==> config.mk <==
export PLATFORM = sky130hd
export DESIGN_NAME = ddr3_ctrl_top
export DESIGN_NICKNAME = d
export VERILOG_FILES = /design/src/hdl/ddr3_pkg.sv /design/src/hdl/wb_ddr3_bridge.sv /design/src/hdl/ddr3_fsm.sv /design/src/hdl/ddr3_ddl.sv /design/src/hdl/ddr3_ctrl_top.sv
export SDC_FILE = /design/constraint.sdc
export NUM_CORES = 1
export LEC_CHECK = 0
export BUFFER_PORTS_ARGS = -buffer_cell sky130_fd_sc_hd__buf_2
export CORE_ASPECT_RATIO = 0.8
export CORE_MARGIN = 3
export CORE_UTILIZATION = 57
export DETAILED_ROUTE_END_ITERATION = 10
export PLACE_DENSITY = 0.94
export SYNTH_ARGS = -nofsm -noshare
export SYNTH_HDL_FRONTEND = slang
export SYNTH_SLANG_ARGS = --single-unit
==> constraint.sdc <==
create_clock -name clock -period 4.4 [get_ports clock]
set_input_delay 0.22 -clock clock [delete_from_list [all_inputs] [get_ports clock]]
set_output_delay 0.22 -clock clock [all_outputs]
set_load 0.05 [all_outputs]
==> src/hdl/ddr3_pkg.sv <==
package ddr3_pkg;

  // host word address is {row, bank, col}, high to low
  localparam int ROW_BITS  = 13;
  localparam int BANK_BITS = 3;
  localparam int COL_BITS  = 7;
  localparam int ADDR_BITS = ROW_BITS + BANK_BITS + COL_BITS;
  // bank and row together identify one open page
  localparam int PAGE_BITS = ROW_BITS + BANK_BITS;

  // BL8 bursts, so the low three column bits on the DDR side are zero
  localparam int BL_BITS  = 3;
  localparam int CA_BITS  = COL_BITS + BL_BITS;
  localparam int PAD_BITS = ROW_BITS - CA_BITS - 1;

  // DDR3 command codes as {ras_n, cas_n, we_n}
  localparam logic [2:0] CMD_MODE = 3'b000;
  localparam logic [2:0] CMD_REFR = 3'b001;
  localparam logic [2:0] CMD_PREC = 3'b010;
  localparam logic [2:0] CMD_ACTV = 3'b011;
  localparam logic [2:0] CMD_WRIT = 3'b100;
  localparam logic [2:0] CMD_READ = 3'b101;
  localparam logic [2:0] CMD_ZQCL = 3'b110;
  localparam logic [2:0] CMD_NOOP = 3'b111;

  // timing, in controller clock cycles
  localparam int T_RCD  = 3;
  localparam int T_RTP  = 4;
  localparam int T_RFC  = 8;
  localparam int T_REFI = 200;

  // counter widths, wide enough for the largest load value
  localparam int BUSY_BITS = 4;
  localparam int REFI_BITS = 8;

  // one-hot scheduler states
  localparam logic [4:0] ST_IDLE = 5'b10000;
  localparam logic [4:0] ST_READ = 5'b01000;
  localparam logic [4:0] ST_WRIT = 5'b00100;
  localparam logic [4:0] ST_ACTV = 5'b00010;
  localparam logic [4:0] ST_REFR = 5'b00001;

  // DDR address word, row view for ACTIVATE, column view for READ/WRITE
  typedef union packed {
    logic [ROW_BITS-1:0] row;
    struct packed {
      logic [PAD_BITS-1:0] pad;
      // A10, auto-precharge
      logic                ap;
      logic [CA_BITS-1:0]  column;
    } col;
  } ddr_adr_t;

endpackage

==> src/hdl/wb_ddr3_bridge.sv <==
`timescale 1ns/1ps

module wb_ddr3_bridge
  import ddr3_pkg::*;
(
  input  logic                 clock,
  input  logic                 reset,
  // Wishbone classic slave
  input  logic                 wb_cyc_i,
  input  logic                 wb_stb_i,
  input  logic                 wb_we_i,
  input  logic [ADDR_BITS-1:0] wb_adr_i,
  // address tag, last transfer of a burst
  input  logic                 wb_tga_i,
  output logic                 wb_ack_o,
  // request towards the scheduler
  input  logic                 mem_wrack_i,
  input  logic                 mem_rdack_i,
  output logic                 mem_wrreq_o,
  output logic                 mem_rdreq_o,
  output logic                 mem_lst_o,
  output logic [ADDR_BITS-1:0] mem_adr_o
);

  logic                 stb_w;
  logic                 burst_open;
  logic [PAGE_BITS-1:0] burst_page;

  // a transfer is live while both cycle and strobe are up
  assign stb_w = wb_cyc_i & wb_stb_i;

  // level requests, held by the master until the ack
  assign mem_wrreq_o = stb_w & wb_we_i;
  assign mem_rdreq_o = stb_w & ~wb_we_i;
  assign mem_lst_o   = wb_tga_i;
  assign mem_adr_o   = wb_adr_i;

  // scheduler acks land on the bus in the same cycle
  assign wb_ack_o = mem_wrack_i | mem_rdack_i;

  // burst stays open from the first ack up to the ack of the tagged transfer
  always_ff @(posedge clock) begin
    if (reset) begin
      burst_open <= 1'b0;
    end else if (wb_ack_o) begin
      burst_open <= ~wb_tga_i;
    end
  end

  // page of the burst, taken from its first transfer
  always_ff @(posedge clock) begin
    if (wb_ack_o && !burst_open) begin
      burst_page <= wb_adr_i[ADDR_BITS-1:COL_BITS];
    end
  end

  // the scheduler only acks a transfer that is still being strobed
  ack_needs_stb : assert property (@(posedge clock) disable iff (reset)
    wb_ack_o |-> stb_w);

  // master must not switch bank or row in the middle of a burst
  burst_same_page : assert property (@(posedge clock) disable iff (reset)
    burst_open && stb_w |-> wb_adr_i[ADDR_BITS-1:COL_BITS] == burst_page);

endmodule

==> src/hdl/ddr3_fsm.sv <==
`timescale 1ns/1ps

module ddr3_fsm
  import ddr3_pkg::*;
(
  input  logic                 clock,
  input  logic                 reset,
  // requests from the bridge, held until acked
  input  logic                 mem_wrreq_i,
  input  logic                 mem_rdreq_i,
  input  logic                 mem_lst_i,
  input  logic [ADDR_BITS-1:0] mem_adr_i,
  output logic                 mem_wrack_o,
  output logic                 mem_rdack_o,
  // data layer handshake
  input  logic                 ddl_rdy_i,
  input  logic                 ddl_ref_i,
  output logic                 ddl_req_o,
  output logic [2:0]           ddl_cmd_o,
  output logic [BANK_BITS-1:0] ddl_ba_o,
  output ddr_adr_t             ddl_adr_o
);

  logic [4:0]           state;
  logic                 req_q;
  logic [2:0]           cmd_q;
  logic [BANK_BITS-1:0] ba_q;
  ddr_adr_t             adr_q;
  // burst kind, high for reads
  logic                 rd_q;

  logic [ROW_BITS-1:0]  row_w;
  logic [BANK_BITS-1:0] bank_w;
  ddr_adr_t             act_w;
  ddr_adr_t             col_w;
  logic                 accept_w;
  logic                 col_req_w;
  logic                 col_st_w;

  // host address split, {row, bank, col}
  assign row_w  = mem_adr_i[ADDR_BITS-1 -: ROW_BITS];
  assign bank_w = mem_adr_i[COL_BITS +: BANK_BITS];

  // the two decodings of the DDR address word
  always_comb begin
    act_w            = '0;
    act_w.row        = row_w;
    col_w            = '0;
    // auto-precharge rides on the last transfer of the burst
    col_w.col.ap     = mem_lst_i;
    col_w.col.column = {mem_adr_i[COL_BITS-1:0], {BL_BITS{1'b0}}};
  end

  assign accept_w = req_q & ddl_rdy_i;
  assign col_st_w = (state == ST_READ) || (state == ST_WRIT);
  // next transfer of the burst, of the latched kind
  assign col_req_w = rd_q ? mem_rdreq_i : mem_wrreq_i;

  // a transfer is acked on the cycle its column command is taken
  assign mem_rdack_o = accept_w & (state == ST_READ);
  assign mem_wrack_o = accept_w & (state == ST_WRIT);

  assign ddl_req_o = req_q;
  assign ddl_cmd_o = cmd_q;
  assign ddl_ba_o  = ba_q;
  assign ddl_adr_o = adr_q;

  always_ff @(posedge clock) begin
    if (reset) begin
      // NOOP on the command port while in reset
      state <= ST_IDLE;
      req_q <= 1'b0;
      cmd_q <= CMD_NOOP;
    end else begin
      case (state)
        ST_IDLE: begin
          // refresh first, only between bursts
          if (ddl_ref_i) begin
            state <= ST_REFR;
            req_q <= 1'b1;
            cmd_q <= CMD_REFR;
          end else if (mem_rdreq_i || mem_wrreq_i) begin
            state <= ST_ACTV;
            req_q <= 1'b1;
            cmd_q <= CMD_ACTV;
          end
        end
        ST_ACTV: begin
          // first transfer is still held, so its column command follows at once
          if (ddl_rdy_i) begin
            state <= rd_q ? ST_READ : ST_WRIT;
            cmd_q <= rd_q ? CMD_READ : CMD_WRIT;
          end
        end
        ST_READ, ST_WRIT: begin
          if (req_q) begin
            if (ddl_rdy_i) begin
              req_q <= 1'b0;
              // row closes by itself after the auto-precharge column
              if (adr_q.col.ap) begin
                state <= ST_IDLE;
              end
            end
          end else if (col_req_w) begin
            // master delays are absorbed here with no request out
            req_q <= 1'b1;
          end
        end
        ST_REFR: begin
          if (req_q) begin
            if (ddl_rdy_i) begin
              req_q <= 1'b0;
            end
          end else if (!ddl_ref_i) begin
            // data layer drops the request once refresh busy is over
            state <= ST_IDLE;
          end
        end
        default: begin
          state <= ST_IDLE;
          req_q <= 1'b0;
          cmd_q <= CMD_NOOP;
        end
      endcase
    end
  end

  // bank, address and burst kind
  always_ff @(posedge clock) begin
    if (state == ST_IDLE) begin
      ba_q  <= bank_w;
      adr_q <= act_w;
      rd_q  <= mem_rdreq_i;
    end else if (state == ST_ACTV && ddl_rdy_i) begin
      adr_q <= col_w;
    end else if (col_st_w && !req_q && col_req_w) begin
      adr_q <= col_w;
    end
  end

  state_onehot : assert property (@(posedge clock) disable iff (reset)
    $onehot(state));

  // a command waiting on the data layer must not move
  hold_while_busy : assert property (@(posedge clock) disable iff (reset)
    ddl_req_o && !ddl_rdy_i |=> ddl_req_o && $stable(ddl_cmd_o) &&
      $stable(ddl_ba_o) && $stable(ddl_adr_o));

endmodule

==> src/hdl/ddr3_ddl.sv <==
`timescale 1ns/1ps

module ddr3_ddl
  import ddr3_pkg::*;
(
  input  logic                 clock,
  input  logic                 reset,
  // command from the scheduler
  input  logic                 ddl_req_i,
  input  logic [2:0]           ddl_cmd_i,
  input  logic [BANK_BITS-1:0] ddl_ba_i,
  input  ddr_adr_t             ddl_adr_i,
  output logic                 ddl_rdy_o,
  output logic                 ddl_ref_o,
  // registered command stream
  output logic                 ddr_cmd_vld_o,
  output logic [2:0]           ddr_cmd_o,
  output logic [BANK_BITS-1:0] ddr_ba_o,
  output ddr_adr_t             ddr_adr_o
);

  logic [BUSY_BITS-1:0] busy_q;
  logic [BUSY_BITS-1:0] load_w;
  logic [REFI_BITS-1:0] refi_q;
  logic                 ref_q;
  // refresh taken, waiting for its busy time to run out
  logic                 ref_acc_q;
  logic                 accept_w;
  logic                 refi_end_w;
  logic                 ref_done_w;

  assign ddl_rdy_o = (busy_q == '0);
  assign ddl_ref_o = ref_q;
  assign accept_w  = ddl_req_i & ddl_rdy_o;

  // busy time that each command leaves behind
  always_comb begin
    case (ddl_cmd_i)
      CMD_ACTV: load_w = BUSY_BITS'(T_RCD);
      CMD_REFR: load_w = BUSY_BITS'(T_RFC);
      CMD_WRIT, CMD_READ: begin
        // only the auto-precharge column closes the row
        load_w = ddl_adr_i.col.ap ? BUSY_BITS'(T_RTP) : '0;
      end
      default: load_w = '0;
    endcase
  end

  always_ff @(posedge clock) begin
    if (reset) begin
      busy_q <= '0;
    end else if (accept_w) begin
      busy_q <= load_w;
    end else if (!ddl_rdy_o) begin
      busy_q <= busy_q - BUSY_BITS'(1);
    end
  end

  assign refi_end_w = (refi_q == '0);
  // last busy cycle of a refresh
  assign ref_done_w = ref_acc_q && (busy_q == BUSY_BITS'(1));

  // free running refresh interval, request held until refresh is done
  always_ff @(posedge clock) begin
    if (reset) begin
      refi_q    <= REFI_BITS'(T_REFI - 1);
      ref_q     <= 1'b0;
      ref_acc_q <= 1'b0;
    end else begin
      if (refi_end_w) begin
        refi_q <= REFI_BITS'(T_REFI - 1);
      end else begin
        refi_q <= refi_q - REFI_BITS'(1);
      end
      if (accept_w && ddl_cmd_i == CMD_REFR) begin
        ref_acc_q <= 1'b1;
      end else if (ref_done_w) begin
        ref_acc_q <= 1'b0;
      end
      if (refi_end_w) begin
        ref_q <= 1'b1;
      end else if (ref_done_w) begin
        ref_q <= 1'b0;
      end
    end
  end

  // command valid and code, NOOP when nothing is taken
  always_ff @(posedge clock) begin
    if (reset) begin
      ddr_cmd_vld_o <= 1'b0;
      ddr_cmd_o     <= CMD_NOOP;
    end else begin
      ddr_cmd_vld_o <= accept_w;
      ddr_cmd_o     <= accept_w ? ddl_cmd_i : CMD_NOOP;
    end
  end

  always_ff @(posedge clock) begin
    if (accept_w) begin
      ddr_ba_o  <= ddl_ba_i;
      ddr_adr_o <= ddl_adr_i;
    end
  end

  // no command lands on the bus inside a busy window
  actv_gap : assert property (@(posedge clock) disable iff (reset)
    ddr_cmd_vld_o && ddr_cmd_o == CMD_ACTV |=> !ddr_cmd_vld_o [*T_RCD]);

  refr_gap : assert property (@(posedge clock) disable iff (reset)
    ddr_cmd_vld_o && ddr_cmd_o == CMD_REFR |=> !ddr_cmd_vld_o [*T_RFC]);

endmodule

==> src/hdl/ddr3_ctrl_top.sv <==
`timescale 1ns/1ps

module ddr3_ctrl_top
  import ddr3_pkg::*;
(
  input  logic                 clock,
  input  logic                 reset,
  // Wishbone classic slave
  input  logic                 wb_cyc_i,
  input  logic                 wb_stb_i,
  input  logic                 wb_we_i,
  input  logic [ADDR_BITS-1:0] wb_adr_i,
  input  logic                 wb_tga_i,
  output logic                 wb_ack_o,
  // DDR3 command stream
  output logic                 ddr_cmd_vld_o,
  output logic [2:0]           ddr_cmd_o,
  output logic [BANK_BITS-1:0] ddr_ba_o,
  output ddr_adr_t             ddr_adr_o
);

  // bridge to scheduler
  logic                 mem_wrreq;
  logic                 mem_rdreq;
  logic                 mem_lst;
  logic [ADDR_BITS-1:0] mem_adr;
  logic                 mem_wrack;
  logic                 mem_rdack;

  // scheduler to data layer
  logic                 ddl_req;
  logic [2:0]           ddl_cmd;
  logic [BANK_BITS-1:0] ddl_ba;
  ddr_adr_t             ddl_adr;
  logic                 ddl_rdy;
  logic                 ddl_ref;

  wb_ddr3_bridge u_bridge (
    .clock       (clock),
    .reset       (reset),
    .wb_cyc_i    (wb_cyc_i),
    .wb_stb_i    (wb_stb_i),
    .wb_we_i     (wb_we_i),
    .wb_adr_i    (wb_adr_i),
    .wb_tga_i    (wb_tga_i),
    .wb_ack_o    (wb_ack_o),
    .mem_wrack_i (mem_wrack),
    .mem_rdack_i (mem_rdack),
    .mem_wrreq_o (mem_wrreq),
    .mem_rdreq_o (mem_rdreq),
    .mem_lst_o   (mem_lst),
    .mem_adr_o   (mem_adr)
  );

  ddr3_fsm u_fsm (
    .clock       (clock),
    .reset       (reset),
    .mem_wrreq_i (mem_wrreq),
    .mem_rdreq_i (mem_rdreq),
    .mem_lst_i   (mem_lst),
    .mem_adr_i   (mem_adr),
    .mem_wrack_o (mem_wrack),
    .mem_rdack_o (mem_rdack),
    .ddl_rdy_i   (ddl_rdy),
    .ddl_ref_i   (ddl_ref),
    .ddl_req_o   (ddl_req),
    .ddl_cmd_o   (ddl_cmd),
    .ddl_ba_o    (ddl_ba),
    .ddl_adr_o   (ddl_adr)
  );

  ddr3_ddl u_ddl (
    .clock         (clock),
    .reset         (reset),
    .ddl_req_i     (ddl_req),
    .ddl_cmd_i     (ddl_cmd),
    .ddl_ba_i      (ddl_ba),
    .ddl_adr_i     (ddl_adr),
    .ddl_rdy_o     (ddl_rdy),
    .ddl_ref_o     (ddl_ref),
    .ddr_cmd_vld_o (ddr_cmd_vld_o),
    .ddr_cmd_o     (ddr_cmd_o),
    .ddr_ba_o      (ddr_ba_o),
    .ddr_adr_o     (ddr_adr_o)
  );

endmodule

# Word level (Yosys, flattened, before mapping)
# Cells that the tools add are included.
# classes
addsub	2
n_eq_ne	18
n_bitwise	11
n_reduce_logical	21
n_mux	33
# op_table
cell	n
$mux 5	8
$mux 13	3
$pmux 5 s4	1
$mux 3	4
$mux 4	3
$pmux 4 s3	1
$mux 1	11
$pmux 3 s3	1
$logic_not 8->1	1
$ne 2x1->1 const B	4
$reduce_or 2->1	4
$sub 8x1->8 const B	1
$reduce_and 7->1	1
$and 1x1->1	6
$eq 3x3->1 const B	2
$ne 2x2->1 const B	3
$eq 5x1->1 const B	1
$eq 5x2->1 const B	1
$eq 5x3->1 const B	1
$eq 5x4->1 const B	1
$eq 5x5->1 const B	1
$logic_and 1x1->1	5
$eq 4x1->1 const B	1
$logic_not 4->1	1
14 further kinds	19
# word_totals
inputBits	29
regBits	60
out_inout_bits	21
elab_cells	99

# Longest topological paths before layout
# logic_depth
word_depth	7
mapped_depth	7
depth_no_buf	6

# Hierarchy
# From an unflattened synthesis, not the netlist that was laid out.
# hier_totals
hier_cells	246
hier_area_um2	2705.1
# modules_own_cells
module	cells_per_inst	instances	area_per_inst_um2	seq_area_each_um2
ddr3_ddl	103	1	1290.0	840.8
ddr3_fsm	116	1	1213.7	690.7
wb_ddr3_bridge	27	1	201.4	0.0

# Least setup slack after synthesis
# No wires, ideal clock.
# synth_timing
path_kind	register -> register
from	register u_fsm.state[3]
to	register u_fsm.adr_q (netlist bit u_fsm.ddl_adr_o[0]) (enable)
required_time_ps	4033
t_arrival_ps	1542
setup_slack_ps	2491
path_stages_with_launch	5
synth_period_minus_slack_ps	1909
setup_time_ps	367
n_path_buf	0
path_cell_list	dfxtp_1 xor2_1 nand3b_1 or4_4 nand3_1
# synth_between
elab_chain_len	5
word_cells_on_any_way	9
classes_between	eq/ne: 4; reduce/logical: 5
# synth_rtl
element	line	rtl
start, declared	ddr3_fsm.sv:24	logic [4:0] state;
start signal, assigned	ddr3_fsm.sv:91	state <= rd_q ? ST_READ : ST_WRIT;
$eq 5x4->1 / $eq 5x3->1 (equally long branches)	ddr3_fsm.sv:55	assign col_st_w = (state == ST_READ) || (state == ST_WRIT);
$logic_or 1x1->1	ddr3_fsm.sv:55	
$logic_and 1x1->1 (2 in a row)	ddr3_fsm.sv:136	end else if (col_st_w && !req_q && col_req_w) begin
$reduce_bool 3->1 (no line) (*)	--	
end signal, assigned	ddr3_fsm.sv:132	adr_q <= act_w;
end signal, assigned	ddr3_fsm.sv:135	adr_q <= col_w;
end signal, assigned	ddr3_fsm.sv:137	adr_q <= col_w;
end, declared	ddr3_fsm.sv:28	ddr_adr_t adr_q;
# Mark *: on every way between the ends. The rest lies on a longest branch, timed or not.
# A chain may end at the register's enable or synchronous reset.

# Worst setup path in the final report
# layout_timing
from	register u_fsm.state[0]
to	register u_fsm.adr_q (netlist bit u_fsm.ddl_adr_o[9]) (enable)
# Same word-level chain as after synthesis.

==> metrics.csv <==
metric,value,unit
status,"finished, final reports clean",
Routed Antenna Nets,0,
"Clk Latency, worst-skew pair",340,ps
Synth top area share,41.4,%
CTS H-tree lvls,3,
mux cell area share after synthesis,2.61,%
Worst Tran Pin Value,720,ps
total negative slack,0,ps
fraction of the mapped netlist area in adder cells,1.57,%
antenna violations before repair,0,
post-synth top area cell,edfxtp_1,
Compound-Gate Fraction of Synth Area,6.68,%
largest family of logic cells by synthesized area,simple AND/OR/NAND/NOR gates,
1st-pass router iterations,4,
Crit Path Category,reg -> reg,
Area contributors post-synth,"edfxtp_1, dfxtp_1, nand2_1",
via count,1757,
Layout area overhead,20.2,%
CTS hold repair buffers,0,
die outline height,64.0,um
TritonCTS Buffers,9,
# rows,20,
Die Wd,78.5,um
nets,297,
min-delay worst type,in -> reg,
clock buffer depth,2,
GRT Util Overall,20.3,%
vias in the first global route,1616,
final WL,4730,um
port bufs,49,
Root Buffer,clkbuf_8,
Critical Path Source Type,flip-flop,
layout cells sized above 1,25.6,%
Max Freq,433,MHz
Post-synth ARST share,0,%
Syn. warnings,0,
clock slew at reported path FFs,60,ps
xor/xnor cell area share of the yosys netlist,2.56,%
dpl ws,2170,ps
vias per cell,5.41,
met1 Usage GRT,24.5,%
most common cell in the synthesized netlist,nand2_1,
Post-Syn Area per Cell,11.4,sq um
Initial Util,61.0,%
final setup violation count,0,
Die ar.,5020,sq um
Worst EP required,4370,ps
setup bufs post-CTS,0,
ANT cells,0,
average wire per standard cell,14.6,um
pin count of the biggest net entering global routing,28,
synth unique cells,41,
Clock Skew,11.0,ps
maximum VDD drop,0.401,mV
post-synthesis sequential area ratio,63.9,%
#FFs+latches synth,60,
min Tclk post-route,2310,ps
Post-synth EDFFs,33,
mapped cell area,2400,sq um
Slew Limit Fails,0,
worst-path maximum fanout,13,
Lkg Pwr,1.21,nW
DRC,0,
# resized after CTS,0,
CTS tree,built,
hpwl dp,3460,um
GRT busiest layer,met2,
WP data arrival,2280,ps
met2 Use GR,32.1,%
Worst slew margin,51.5,%
Critical Path End Type,flip-flop,
Max Cap Viol,0,
setup ws final,2090,ps
Ports,50,
first-pass GRT wire length,7520,um
met3 usage,8.31,%
utilization after layout,73.3,%
GP Congestion,0.879,
period utilization,52.5,%
ys flop type,edfxtp_1,
CTS Sinks,60,
syn nets,243,
RSZ-0062 raised after global routing,false,
DRT iter0 DRCs,135,
post-synthesis simple-gate area fraction,20.4,%
Power Dens Cells,541,nW/um^2
gr ovfl total,0,
Synth Instances,211,
final hold violations,0,
top post-synthesis cells by count,"nand2_1, edfxtp_1, dfxtp_1",
Core Area,3930,sq um
## area by class of cell
type | count | area, sq um
timing repair buffer | 49 | 245
multi-input combinational | 137 | 810
sequential | 60 | 1530
tap | 55 | 68.8
fill | 288 | 1050
clock buffer | 11 | 141
inverter | 8 | 30.0
clock inverter | 5 | 52.6
## final timing paths
kind	start	end	slack, ps	cells past startpoint
worst min-delay path	wb_adr_i[7]	u_fsm.ddl_ba_o[0]	70	1
worst max-delay path	u_fsm.state[0]	u_fsm.ddl_adr_o[9]	2090	3
worst min register to register	u_fsm.ddl_adr_o[5]	u_ddl.ddr_adr_o[5]	410	0
worst max register to register	u_fsm.state[0]	u_fsm.ddl_adr_o[9]	2090	3
## cells by family after synthesis
| logic type | count (synthesis) |
|---|---|
| and+or+nand+nor | 96 |
| muxes | 6 |
| DFF | 60 |
| AOI/OAI and AO/OA | 25 |
| xor gates and xnor gates | 7 |
| buffers and inverters | 14 |
| adders and majority gates | 3 |
## report_power, final
part,internal [W],switching (W),total (W),leakage (nW)
Clock,0.000274,0.000203,0.000477,0.0991
Sequential,0.000700,0.0000445,0.000744,0.544
Combinational,0.000104,0.000234,0.000338,0.567
Total,0.00108,0.000481,0.00156,1.21
## critical path: stages, from the launching register on
cell and delay (ps):
dfxtp_1 350, nor3_2 590, nand2_1 430, nand3_1 570
## metal layers
layer	share of wire, %	vias to the layer above
met3	6.7	5
met5	0	-
met2	48	67
met4	1.4	0
met1	44	827
li1	-	858
## stage by stage
| step | instances | instance area [sq um] | power (W) | hold slack (ps) |
|---|---|---|---|---|
| 6_report | 325 | 2880 | 0.00156 | 68.9 |
| 5_1_grt | 325 | 2880 | 0.00164 | 44.6 |
| 4_1_cts | 325 | 2880 | 0.00157 | 45.1 |
| 3_5_place_dp | 309 | 2690 | 0.00109 | 400 |
| 3_3_place_gp | 309 | 2690 | 0.00107 | 398 |
| 2_1_floorplan | 211 | 2400 | 0.00100 | 319 |
## registers in the layout, indices dropped and copies added, names as in the netlist, 3 cells and up
name,flops
u_fsm.state,5
u_ddl.ddr_ba_o,3
u_ddl.refi_q,8
u_ddl.ddr_cmd_o,3
u_ddl.ddr_adr_o,13
u_fsm.ddl_adr_o,13
u_fsm.ddl_ba_o,3
u_ddl.busy_q,4
u_fsm.ddl_cmd_o,3
## placed cells by master, fill, tap and decap left out, types with 2 or more instances in the layout
cell / netlist / layout
nand2_1: 34 / 34
inv_1: 8 / 8
nor3_1: 4 / 4
dfxtp_1: 27 / 27
nand3_1: 5 / 5
edfxtp_1: 33 / 33
nand2b_1: 3 / 3
buf_2: 2 / 49
mux2i_1: 4 / 4
and3_1: 8 / 8
clkbuf_8: 0 / 10
or3_1: 6 / 6
nor2b_1: 3 / 3
xor2_1: 3 / 3
nand3b_1: 2 / 2
clkinv_2: 0 / 3
nor2_1: 20 / 20
a21oi_1: 12 / 12
xnor2_1: 4 / 4
o21ai_0: 4 / 4
a31oi_1: 2 / 2
ha_1: 3 / 3
Power figures use the tool's default switching activity.
